**config.mk**
```make
export PLATFORM = sky130hd
export DESIGN_NAME = soc_top
export DESIGN_NICKNAME = d
export VERILOG_FILES = /design/src/bus_pkg.sv /design/src/cmd_pkg.sv /design/src/bus_if.sv /design/src/bus.sv /design/src/bus_master.sv /design/src/bus_ram.sv /design/src/bus_gpio.sv /design/src/soc_top.sv
export SDC_FILE = /design/constraint.sdc
export NUM_CORES = 2
export LEC_CHECK = 0
export ABC_AREA = 1
export ABC_CLOCK_PERIOD_IN_PS = 10200
export BUFFER_PORTS_ARGS = -buffer_cell sky130_fd_sc_hd__clkbuf_2
export CORE_MARGIN = 1
export CORE_UTILIZATION = 30
export DETAILED_ROUTE_END_ITERATION = 8
export PLACE_DENSITY_LB_ADDON = 0.25
export RECOVER_POWER = 50
export SETUP_SLACK_MARGIN = 0.1
export SLEW_MARGIN = 30
export SYNTH_ARGS = -nofsm -noshare
export SYNTH_HDL_FRONTEND = slang
export SYNTH_SLANG_ARGS = --single-unit
```
**constraint.sdc**
```tcl
create_clock -name clk_i -period 10.2 [get_ports clk_i]
set_clock_uncertainty 0.05 [all_clocks]
set_input_delay 0 -clock clk_i [delete_from_list [all_inputs] [get_ports clk_i]]
set_output_delay 0 -clock clk_i [all_outputs]
set_load 0.02 [all_outputs]
```
**src/bus_pkg.sv**
```systemverilog
`default_nettype none

package bus_pkg;

	localparam int DATA_W  = 32;
	localparam int ADDR_W  = 32;
	localparam int N_SLOTS = 8;
	localparam int SLOT_W  = $clog2(N_SLOTS);

	typedef logic [DATA_W-1:0]  data_t;
	typedef logic [ADDR_W-1:0]  addr_t;
	// one bit per slave slot
	typedef logic [N_SLOTS-1:0] sel_t;
	typedef logic [SLOT_W-1:0]  slot_t;

endpackage

`default_nettype wire

```
**src/cmd_pkg.sv**
```systemverilog
`default_nettype none

package cmd_pkg;

	typedef enum logic {
		OP_READ,
		OP_WRITE
	} op_e;

	typedef enum logic [1:0] {
		MS_IDLE,
		MS_REQ,
		MS_DONE
	} mstate_e;

	typedef enum logic {
		RESP_OK,
		RESP_TIMEOUT
	} resp_e;

endpackage

`default_nettype wire

```
**src/bus_if.sv**
```systemverilog
`timescale 1ns/1ps
`default_nettype none

interface bus_if;
	import bus_pkg::*;

	addr_t addr;
	data_t wdata;
	logic  we;
	logic  stb;
	data_t rdata;
	logic  ack;

	modport fabric (
		output addr, wdata, we, stb,
		input  rdata, ack
	);

	modport slave (
		input  addr, wdata, we, stb,
		output rdata, ack
	);

endinterface

`default_nettype wire

```
**src/bus.sv**
```systemverilog
`timescale 1ns/1ps
`default_nettype none

module bus (
	input  wire bus_pkg::addr_t m_addr_i,
	input  wire bus_pkg::data_t m_wdata_i,
	input  wire logic           m_we_i,
	input  wire bus_pkg::sel_t  m_sel_i,
	output bus_pkg::data_t      m_rdata_o,
	output logic                m_ack_o,
	bus_if.fabric               slv [bus_pkg::N_SLOTS]
);
	import bus_pkg::*;

	data_t            slot_rdata [N_SLOTS];
	logic [N_SLOTS-1:0] slot_ack;

	// broadcast to every slot, strobe from its own select bit
	for (genvar i = 0; i < N_SLOTS; i++) begin : g_slot
		assign slv[i].addr  = m_addr_i;
		assign slv[i].wdata = m_wdata_i;
		assign slv[i].we    = m_we_i;
		assign slv[i].stb   = m_sel_i[i];

		assign slot_rdata[i] = slv[i].rdata;
		assign slot_ack[i]   = slv[i].ack;
	end

	// return path from the selected slot only
	// zero or multi-bit select gives nothing back
	always_comb begin
		m_rdata_o = '0;
		m_ack_o   = 1'b0;
		for (int i = 0; i < N_SLOTS; i++) begin
			if (m_sel_i == (sel_t'(1) << i)) begin
				m_rdata_o = slot_rdata[i];
				m_ack_o   = slot_ack[i];
			end
		end
	end

endmodule

`default_nettype wire

```
**src/bus_master.sv**
```systemverilog
`timescale 1ns/1ps
`default_nettype none

module bus_master #(
	parameter int ACK_TIMEOUT = 16
) (
	input  wire logic           clk_i,
	input  wire logic           rst_n_i,
	input  wire logic           cmd_valid_i,
	input  wire cmd_pkg::op_e   cmd_op_i,
	input  wire bus_pkg::slot_t cmd_slot_i,
	input  wire bus_pkg::addr_t cmd_addr_i,
	input  wire bus_pkg::data_t cmd_wdata_i,
	input  wire bus_pkg::data_t m_rdata_i,
	input  wire logic           m_ack_i,
	output bus_pkg::addr_t      m_addr_o,
	output bus_pkg::data_t      m_wdata_o,
	output logic                m_we_o,
	output bus_pkg::sel_t       m_sel_o,
	output logic                busy_o,
	output logic                done_o,
	output bus_pkg::data_t      rdata_o,
	output cmd_pkg::resp_e      resp_o
);
	import bus_pkg::*;
	import cmd_pkg::*;

	localparam int CNT_W = $clog2(ACK_TIMEOUT + 1);

	mstate_e          state;
	logic [CNT_W-1:0] cnt;
	logic             accept;
	logic             req;
	logic             timeout;

	op_e   op_q;
	slot_t slot_q;
	addr_t addr_q;
	data_t wdata_q;
	data_t rdata_q;
	resp_e resp_q;

	assign accept  = (state == MS_IDLE) && cmd_valid_i;
	assign req     = (state == MS_REQ);
	assign timeout = (cnt == CNT_W'(ACK_TIMEOUT));

	always_ff @(posedge clk_i) begin
		if (!rst_n_i) begin
			state  <= MS_IDLE;
			cnt    <= '0;
			busy_o <= 1'b0;
			done_o <= 1'b0;
		end else begin
			done_o <= 1'b0;
			case (state)
				MS_IDLE: begin
					if (cmd_valid_i) begin
						state  <= MS_REQ;
						busy_o <= 1'b1;
						cnt    <= '0;
					end
				end
				MS_REQ: begin
					if (m_ack_i || timeout)
						state <= MS_DONE;
					else
						cnt <= cnt + 1'b1;
				end
				MS_DONE: begin
					// done pulse and busy release land together
					state  <= MS_IDLE;
					busy_o <= 1'b0;
					done_o <= 1'b1;
				end
				default: state <= MS_IDLE;
			endcase
		end
	end

	always_ff @(posedge clk_i) begin
		if (accept) begin
			op_q    <= cmd_op_i;
			slot_q  <= cmd_slot_i;
			addr_q  <= cmd_addr_i;
			wdata_q <= cmd_wdata_i;
		end
		if (req && m_ack_i) begin
			rdata_q <= m_rdata_i;
			resp_q  <= RESP_OK;
		end else if (req && timeout) begin
			rdata_q <= '0;
			resp_q  <= RESP_TIMEOUT;
		end
	end

	// bus is only driven while a request is open
	assign m_sel_o   = req ? (sel_t'(1) << slot_q) : '0;
	assign m_addr_o  = req ? addr_q : '0;
	assign m_wdata_o = req ? wdata_q : '0;
	assign m_we_o    = req && (op_q == OP_WRITE);

	assign rdata_o = rdata_q;
	assign resp_o  = resp_q;

endmodule

`default_nettype wire

```
**src/bus_ram.sv**
```systemverilog
`timescale 1ns/1ps
`default_nettype none

module bus_ram #(
	parameter int DEPTH = 64
) (
	input  wire logic clk_i,
	input  wire logic rst_n_i,
	bus_if.slave      slv
);
	import bus_pkg::*;

	localparam int IDX_W = (DEPTH > 1) ? $clog2(DEPTH) : 1;

	data_t            mem [DEPTH];
	data_t            rdata_q;
	logic             ack_q;
	logic             hit;
	logic [IDX_W-1:0] idx;

	// first cycle of a strobe only
	assign hit = slv.stb && !ack_q;
	// word address, byte offset dropped
	assign idx = IDX_W'(slv.addr[ADDR_W-1:2] % DEPTH);

	always_ff @(posedge clk_i) begin
		if (!rst_n_i)
			ack_q <= 1'b0;
		else
			ack_q <= hit;
	end

	always_ff @(posedge clk_i) begin
		if (hit && slv.we)
			mem[idx] <= slv.wdata;
		if (hit)
			rdata_q <= mem[idx];
	end

	assign slv.rdata = rdata_q;
	assign slv.ack   = ack_q;

endmodule

`default_nettype wire

```
**src/bus_gpio.sv**
```systemverilog
`timescale 1ns/1ps
`default_nettype none

module bus_gpio (
	input  wire logic           clk_i,
	input  wire logic           rst_n_i,
	input  wire bus_pkg::data_t gpio_i,
	output bus_pkg::data_t      gpio_o,
	bus_if.slave                slv
);
	import bus_pkg::*;

	localparam logic [ADDR_W-3:0] W_OUT = '0;
	localparam logic [ADDR_W-3:0] W_IN  = (ADDR_W-2)'(1);

	data_t             out_q;
	data_t             in_meta;
	data_t             in_sync;
	data_t             rdata_q;
	logic              ack_q;
	logic              hit;
	logic [ADDR_W-3:0] word;

	assign hit  = slv.stb && !ack_q;
	assign word = slv.addr[ADDR_W-1:2];

	always_ff @(posedge clk_i) begin
		if (!rst_n_i) begin
			ack_q <= 1'b0;
			out_q <= '0;
		end else begin
			ack_q <= hit;
			// writes to the input word fall through
			if (hit && slv.we && (word == W_OUT))
				out_q <= slv.wdata;
		end
	end

	// two-flop synchronizer on the pins
	always_ff @(posedge clk_i) begin
		in_meta <= gpio_i;
		in_sync <= in_meta;
	end

	always_ff @(posedge clk_i) begin
		if (hit) begin
			case (word)
				W_OUT:   rdata_q <= out_q;
				W_IN:    rdata_q <= in_sync;
				default: rdata_q <= '0;
			endcase
		end
	end

	assign slv.rdata = rdata_q;
	assign slv.ack   = ack_q;
	assign gpio_o    = out_q;

endmodule

`default_nettype wire

```
**src/soc_top.sv**
```systemverilog
`timescale 1ns/1ps
`default_nettype none

module soc_top #(
	parameter int ACK_TIMEOUT = 16,
	parameter int RAM0_DEPTH  = 64,
	parameter int RAM1_DEPTH  = 16
) (
	input  wire logic           clk_i,
	input  wire logic           rst_n_i,
	input  wire logic           cmd_valid_i,
	input  wire cmd_pkg::op_e   cmd_op_i,
	input  wire bus_pkg::slot_t cmd_slot_i,
	input  wire bus_pkg::addr_t cmd_addr_i,
	input  wire bus_pkg::data_t cmd_wdata_i,
	input  wire bus_pkg::data_t gpio_i,
	output logic                busy_o,
	output logic                done_o,
	output bus_pkg::data_t      rdata_o,
	output cmd_pkg::resp_e      resp_o,
	output bus_pkg::data_t      gpio_o
);
	import bus_pkg::*;

	localparam int FIRST_EMPTY = 3;

	addr_t m_addr;
	data_t m_wdata;
	logic  m_we;
	sel_t  m_sel;
	data_t m_rdata;
	logic  m_ack;

	bus_if slots [N_SLOTS] ();

	bus_master #(
		.ACK_TIMEOUT(ACK_TIMEOUT)
	) u_bus_master (
		.clk_i      (clk_i),
		.rst_n_i    (rst_n_i),
		.cmd_valid_i(cmd_valid_i),
		.cmd_op_i   (cmd_op_i),
		.cmd_slot_i (cmd_slot_i),
		.cmd_addr_i (cmd_addr_i),
		.cmd_wdata_i(cmd_wdata_i),
		.m_rdata_i  (m_rdata),
		.m_ack_i    (m_ack),
		.m_addr_o   (m_addr),
		.m_wdata_o  (m_wdata),
		.m_we_o     (m_we),
		.m_sel_o    (m_sel),
		.busy_o     (busy_o),
		.done_o     (done_o),
		.rdata_o    (rdata_o),
		.resp_o     (resp_o)
	);

	bus u_bus (
		.m_addr_i (m_addr),
		.m_wdata_i(m_wdata),
		.m_we_i   (m_we),
		.m_sel_i  (m_sel),
		.m_rdata_o(m_rdata),
		.m_ack_o  (m_ack),
		.slv      (slots)
	);

	bus_ram #(.DEPTH(RAM0_DEPTH)) u_ram0 (
		.clk_i  (clk_i),
		.rst_n_i(rst_n_i),
		.slv    (slots[0])
	);

	bus_gpio u_gpio (
		.clk_i  (clk_i),
		.rst_n_i(rst_n_i),
		.gpio_i (gpio_i),
		.gpio_o (gpio_o),
		.slv    (slots[1])
	);

	bus_ram #(.DEPTH(RAM1_DEPTH)) u_ram1 (
		.clk_i  (clk_i),
		.rst_n_i(rst_n_i),
		.slv    (slots[2])
	);

	// unpopulated slots never answer, the master times out
	for (genvar i = FIRST_EMPTY; i < N_SLOTS; i++) begin : g_empty
		assign slots[i].rdata = '0;
		assign slots[i].ack   = 1'b0;
	end

endmodule

`default_nettype wire

```
-- After elaboration in Yosys (flattened, before gate mapping)
Memory sizes are Yosys's and may differ from the RTL's. A register that Yosys moved wholly into a read port is not among the register bits.
Cells that the tools add are included.
- memory bits (writable): 2560
- output and inout bits: 67
- memories kept: 2
- register bits: 241
- logic and storage cells: 94
- input bits: 103
- shift operators: 1
- reductions and logical operators: 23
- muxes and demuxes: 35
- $add $sub $neg: 1
- eq/ne operators: 15
- memory list (name ; words ; width ; read ports ; clocked after memory_dff ; wr ports ; line ; source):
    u_ram0.mem ; 64 ; 32 ; 1 ; 1 ; 1 ; bus_ram.sv:15 ; data_t mem [DEPTH];
    u_ram1.mem ; 16 ; 32 ; 1 ; 1 ; 1 ; bus_ram.sv:15 ;
- operator list (kind ; count):
    $mux W32 ; 12
    $pmux W32 S2 ; 1
    $eq A30 B1 Y1 const B ; 1
    $logic_not A30 Y1 ; 1
    $mux W1 ; 14
    $logic_and A1 B1 Y1 ; 11
    $mux W5 ; 2
    $pmux W5 S2 ; 1
    $eq A8 B1 Y1 const B ; 1
    $eq A8 B2 Y1 const B ; 1
    $eq A8 B3 Y1 const B ; 1
    $eq A8 B4 Y1 const B ; 1
    $eq A8 B5 Y1 const B ; 1
    $eq A8 B6 Y1 const B ; 1
    $eq A8 B7 Y1 const B ; 1
    $eq A8 B8 Y1 const B ; 1
    $mux W8 ; 1
    $shl A1 B3 Y8 const A ; 1
    $ne A2 B2 Y1 const B ; 3
    $reduce_bool A2 Y1 ; 3
    $add A5 B1 Y5 const B ; 1
    $eq A5 B5 Y1 const B ; 1
    $mux W2 ; 2
    $pmux W2 S2 ; 1
    other kinds (8) ; 11

-- Longest topological paths before layout
- word-level depth: 14
- depth in mapped cells: 16
- gate-level depth less buffers: 12

-- By module
A second synthesis with hierarchy kept.
- cells, all modules: 12495
- area total of the unflattened synthesis: 124793.4 um^2
- by module, submodules not included (module ; seq. area each (um^2) ; instances ; area an instance (um^2) ; cells each):
    bus_ram (u_ram0) ; 62479.9 ; 1 ; 87013.5 ; 8444
    bus_ram (u_ram1) ; 16355.7 ; 1 ; 22576.7 ; 2118
    bus ; 0.0 ; 1 ; 6495.0 ; 1094
    bus_master ; 3203.1 ; 1 ; 4438.0 ; 393
    bus_gpio ; 2902.8 ; 1 ; 4266.6 ; 445
    soc_top ; 0.0 ; 1 ; 3.8 ; 1

-- Worst setup path after synthesis
OpenSTA, ideal clock, no wires.
- kind: flip-flop to flip-flop
- start: reg u_bus_master.state[0]
- end: reg u_bus_master.cnt[2]
- setup time: 0.073 ns
- period minus slack after synthesis: 4.544 ns
- cell stages (with the launch flop): 9
- path buffers: 1
- arrival time: 4.421 ns
- required time: 10.077 ns
- slack: 5.656 ns
- cell sequence: dfxtp_1 buf_4 inv_2 nand2_1 nor2_1 inv_1 nand2_1 nand2_1 a21oi_1
- cells in the longest elaborated chain, start to end: 14
- elaborated cells between the ends (all ways): 25
- those cells by class: eq/ne (11); mux (10); reduce/logical (4)
- ends and longest elaborated chain (what ; line ; source):
    from (decl) ; bus_master.sv:30 ; mstate_e state;
    from (signal assigned) ; bus_master.sv:49 ; state <= MS_IDLE;
    from (signal assigned) ; bus_master.sv:58 ; state <= MS_REQ;
    from (signal assigned) ; bus_master.sv:65 ; state <= MS_DONE;
    $eq A2 B1 Y1 ; bus_master.sv:44, bus_master.sv:55 ;
    $mux W8 ; bus_master.sv:97 ; assign m_sel_o = req ? (sel_t'(1) << slot_q) : '0;
    $eq A8 B1 Y1 ; bus.sv:35 ; if (m_sel_i == (sel_t'(1) << i)) begin
    $mux W1 (8 in a row) ; bus.sv:35 ;
    $logic_or A1 B1 Y1 ; bus_master.sv:64 ; if (m_ack_i || timeout)
    $ne A2 B2 Y1 (no line) ; - ;
    $reduce_and A3 Y1 (no line) ; - ;
    to (signal assigned) ; bus_master.sv:67 ; cnt <= cnt + 1'b1;
    to (decl) ; bus_master.sv:31 ; logic [CNT_W-1:0] cnt;
Several ways; a longest one is shown, not always the timed one.
A chain may end at the register's enable or synchronous reset.

-- Worst setup path in the final report
- start: reg u_bus_master.state[0]
- end: mem u_ram0.mem[36][30] in the netlist's numbering (data pin)
- cells in the longest elaborated chain, start to end: 2
- ends and longest elaborated chain (what ; line ; source):
    $eq A2 B1 Y1 ; bus_master.sv:44 ; assign req = (state == MS_REQ);
    $mux W32 ; bus_master.sv:99 ; assign m_wdata_o = req ? wdata_q : '0;
    via m_wdata[30] ; soc_top.sv:28 ; data_t m_wdata;
    to (decl) ; bus_ram.sv:15 ;
The timed path passes the listed nets, and every way through them passes these cells.

==> reports/qor.csv <==
metric,value,unit
post-route cell area,135600,um^2
vias in the first global route,76010,
Routability Congestion,0.8470,
floorplan row count,228,
Internal Power,19790,uW
Yosys cell types,32,
Root Buffer,clkbuf_16,
"FF+latch count, synth",2863,
post-DP HPWL,198800,um
Max Freq,133.5,MHz
wire per inst,23.42,um
largest family of logic cells by synthesized area,simple AND/OR/NAND/NOR gates,
Nets,10870,
First-pass DRT Iterations,6,
Worst Path Required,10.37,ns
gr ovfl total,0,
DRC violations left,0,
DP Area,123900,um^2
violated checks,"capacitance limit, slew limit",
Top Ports,170,
TritonCTS Buffers,313,
worst slew pin tran,4.924,ns
Synth Warn #,0,
Synth Area in Simple Gates,22.60,%
Synth async-reset ratio,0,%
mapped cell area,116000,um^2
crit path kind,reg2reg,
Sink Count,2863,
post-cts sizing count,0,
delay of the slowest cell on the worst path,2.33,ns
Post-synth EDFFs,2754,
CTS max path bufs,4,
RSZ-0062 raised after global routing,no,
gr usage total,18.93,%
"most used cell, CP",clkbuf_1,
CP Cell Sequence,"nand2_1, clkbuf_1, nor2_4, clkbuf_1, clkbuf_1",
Post-Syn Nets,10580,
Tmin final,7.489,ns
Gate power share,6.1,%
Worst path slowest cell,clkbuf_1,
clk_lat worst skew,0.93,ns
Detail Route Antenna Nets,0,
die width,623.9,um
P per Cell Area,190.2,nW/um^2
Adder-Cell Fraction of Synth Area,0.02157,%
Die H,623.9,um
Max Slew Vio Count,1783,
crit-path max FO,48,
Final Hold Violating Endpoints,0,
synthesis-to-layout area growth,16.88,%
leakage power,0.05254,uW
Post-Synthesis Cells,10470,
Synth Area per Inst,11.08,um^2
"Primary FF master, synth",edfxtp_1,
Crit. End Element,register,
first-pass GRT wire length,541400,um
Switching Power,6008,uW
Critical Path Start Type,register,
vias per cell,4.890,
DR vias,79260,
final wirelength,379600,um
top cell type's share of synthesized area,71.27,%
Compound-Gate Fraction of Synth Area,1.060,%
clk slew on worst S/H paths,0.06,ns
Clk pwr share,43.5,%
initial antenna violation count,21,
pin count of the biggest net entering global routing,172,
die area,389300,um^2
Sw Share,23.29,%
mux cell area share after synthesis,0,%
register area share after synthesis,73.15,%
# H-tree levels,5,
crit path DAT,7.66,ns
setup TNS,0,ns
Port Buffers,167,
Initial Util,30.11,%
Peak VDD IR,127.5,uV
Synth area leaders,"edfxtp_1 (71%), nand2_1 (15%), nand3_1 (3.2%)",
Sequential Power Share,50.4,%
core footprint,385400,um^2
status,"finished, violations left",
Final period util,73.42,%
headroom to the max-slew limit,-228.3,%
share of layout cells above drive strength 1,7.638,%
initial drt markers,8138,
Final setup viols,0,
Synth area leader,edfxtp_1,
Synth Area in XOR/XNOR,0.02264,%
CTS tree,yes,
Max Cap Violations,40,
Hold Path Class,in2reg,
==> area by class of cell <==
type | count | area (um^2)
well taps | 5175 | 6475
clock inverters | 179 | 1724
fillers | 37560 | 249800
diodes | 10 | 25.02
multi-input cells | 6684 | 28310
repair buffers | 591 | 4613
flip-flops and latches | 2863 | 84880
clock buffers | 391 | 8377
inverters | 316 | 1227
==> path summary, 6_finish.rpt <==
| check | startpoint | to | slack [ns] | cells past startpoint |
|---|---|---|---|---|
| worst min-delay path | gpio_i[11] | u_gpio.in_meta[11]$_DFF_P_ | 0.21 | 3 |
| worst min register to register | u_gpio.in_meta[3]$_DFF_P_ | u_gpio.in_sync[3]$_DFF_P_ | 0.28 | 0 |
| worst max register to register | u_bus_master.state[0]$_SDFFE_PN0P_ | u_ram0.mem[36][30]$_DFFE_PP_ | 2.71 | 5 |
| worst max-delay path | u_bus_master.state[0]$_SDFFE_PN0P_ | u_ram0.mem[36][30]$_DFFE_PP_ | 2.71 | 5 |
==> cells in the final DEF, fill, tap and decap left out, drive strengths merged <==
| cell | synthesis | final |
|---|---|---|
| a21oi | 134 | 134 |
| a22oi | 5 | 5 |
| a31oi | 1 | 1 |
| and2 | 1 | 1 |
| buf | 192 | 184 |
| bufinv | 0 | 25 |
| clkbuf | 419 | 600 |
| clkinv | 3 | 136 |
| clkinvlp | 0 | 10 |
| dfxtp | 109 | 109 |
| diode | 0 | 10 |
| dlygate4sd3 | 0 | 198 |
| edfxtp | 2754 | 2754 |
| ha | 2 | 2 |
| inv | 313 | 324 |
| nand2 | 4687 | 4687 |
| nand3 | 736 | 736 |
| nand3b | 1 | 1 |
| nand4 | 411 | 411 |
| nor2 | 591 | 591 |
| nor3 | 13 | 13 |
| nor4 | 2 | 2 |
| o211ai | 12 | 12 |
| o21ai | 85 | 85 |
| xnor2 | 1 | 1 |
| xor2 | 2 | 2 |
==> sequential cells by signal (all words and copies together) (netlist names), 2 cells and up <==
name and count:
u_bus_master.addr_q 30, u_bus_master.cnt 5, u_bus_master.rdata_o 32, u_bus_master.slot_q 3, u_bus_master.state 2, u_bus_master.wdata_q 32
u_gpio.gpio_o 32, u_gpio.in_meta 32, u_gpio.in_sync 32, u_gpio.slv.rdata 32, u_ram0.mem 2048, u_ram0.slv.rdata 32
u_ram1.mem 512, u_ram1.slv.rdata 32
==> power groups by stage <==
stage,Combinational [uW],Sequential (uW),Clock [uW]
5_1_grt,1700,13000,11900
3_3_place_gp,1500,13200,0
4_1_cts,1590,13000,11400
3_5_place_dp,1530,13200,0
2_1_floorplan,814,13200,0
6_report,1580,13000,11200
==> logic make-up after synthesis <==
kind of cell,count (synthesis)
adder cells (fa/ha/maj),2
AND/OR/NAND/NOR,6442
flip-flops,2863
XOR/XNOR,3
buffers and inverters,927
AO/OA/AOI/OAI,237
==> stage by stage <==
step / power (uW) / util [%] / worst slack [ns] / cells / hold slack, ns
floorplan: 14030 / - / 5.656 / 10470 / -0.02228
global route: 26540 / 35.19 / 2.534 / 16210 / 0.1988
CTS: 25980 / 35.27 / 4.947 / 16190 / 0.1047
detailed placement: 14740 / 32.14 / 4.961 / 15420 / 0.05469
finish: 25800 / 35.19 / 2.711 / 16210 / 0.2136
global placement: 14720 / 32.11 / 4.651 / 15420 / 0.05451
==> critical path: cells and delay by family (launching register included) <==
family        cells  cell delay, ns
simple gates      2            0.69
flops             1            1.03
buf+inv           3            4.90
==> synthesized netlist by cell type (3+ instances only) <==
| cell | n |
|---|---|
| a22oi_1 | 5 |
| nand4_1 | 411 |
| clkbuf_1 | 419 |
| clkinv_1 | 3 |
| buf_2 | 132 |
| nor3_1 | 10 |
| buf_1 | 58 |
| o211ai_1 | 12 |
| inv_2 | 7 |
| nor2_2 | 5 |
| edfxtp_1 | 2754 |
| o21ai_0 | 85 |
| dfxtp_1 | 109 |
| nand2_1 | 4685 |
| a21oi_1 | 134 |
| nand3_1 | 735 |
| inv_1 | 306 |
| nor2_1 | 584 |
==> what timing repair did <==
action / 4_1_cts / 5_1_grt
buffers inserted: 0 / 0
hold buffers: 198 / 0
hold endpoints to repair: 160 / 0
==> metal layers <==
metal | part of all wire [%] | vias up | wire length, um | track usage [%]
met2 | 46 | 3013 | 175800 | 30.77
met5 | 0 | - | 0 | 0
met1 | 43 | 39490 | 162100 | 26.09
li1 | - | 36160 | - | -
met4 | 4.0 | 0 | 15300 | 6.689
met3 | 7.0 | 596 | 26400 | 2.257
(Power assumes the default switching activity.)
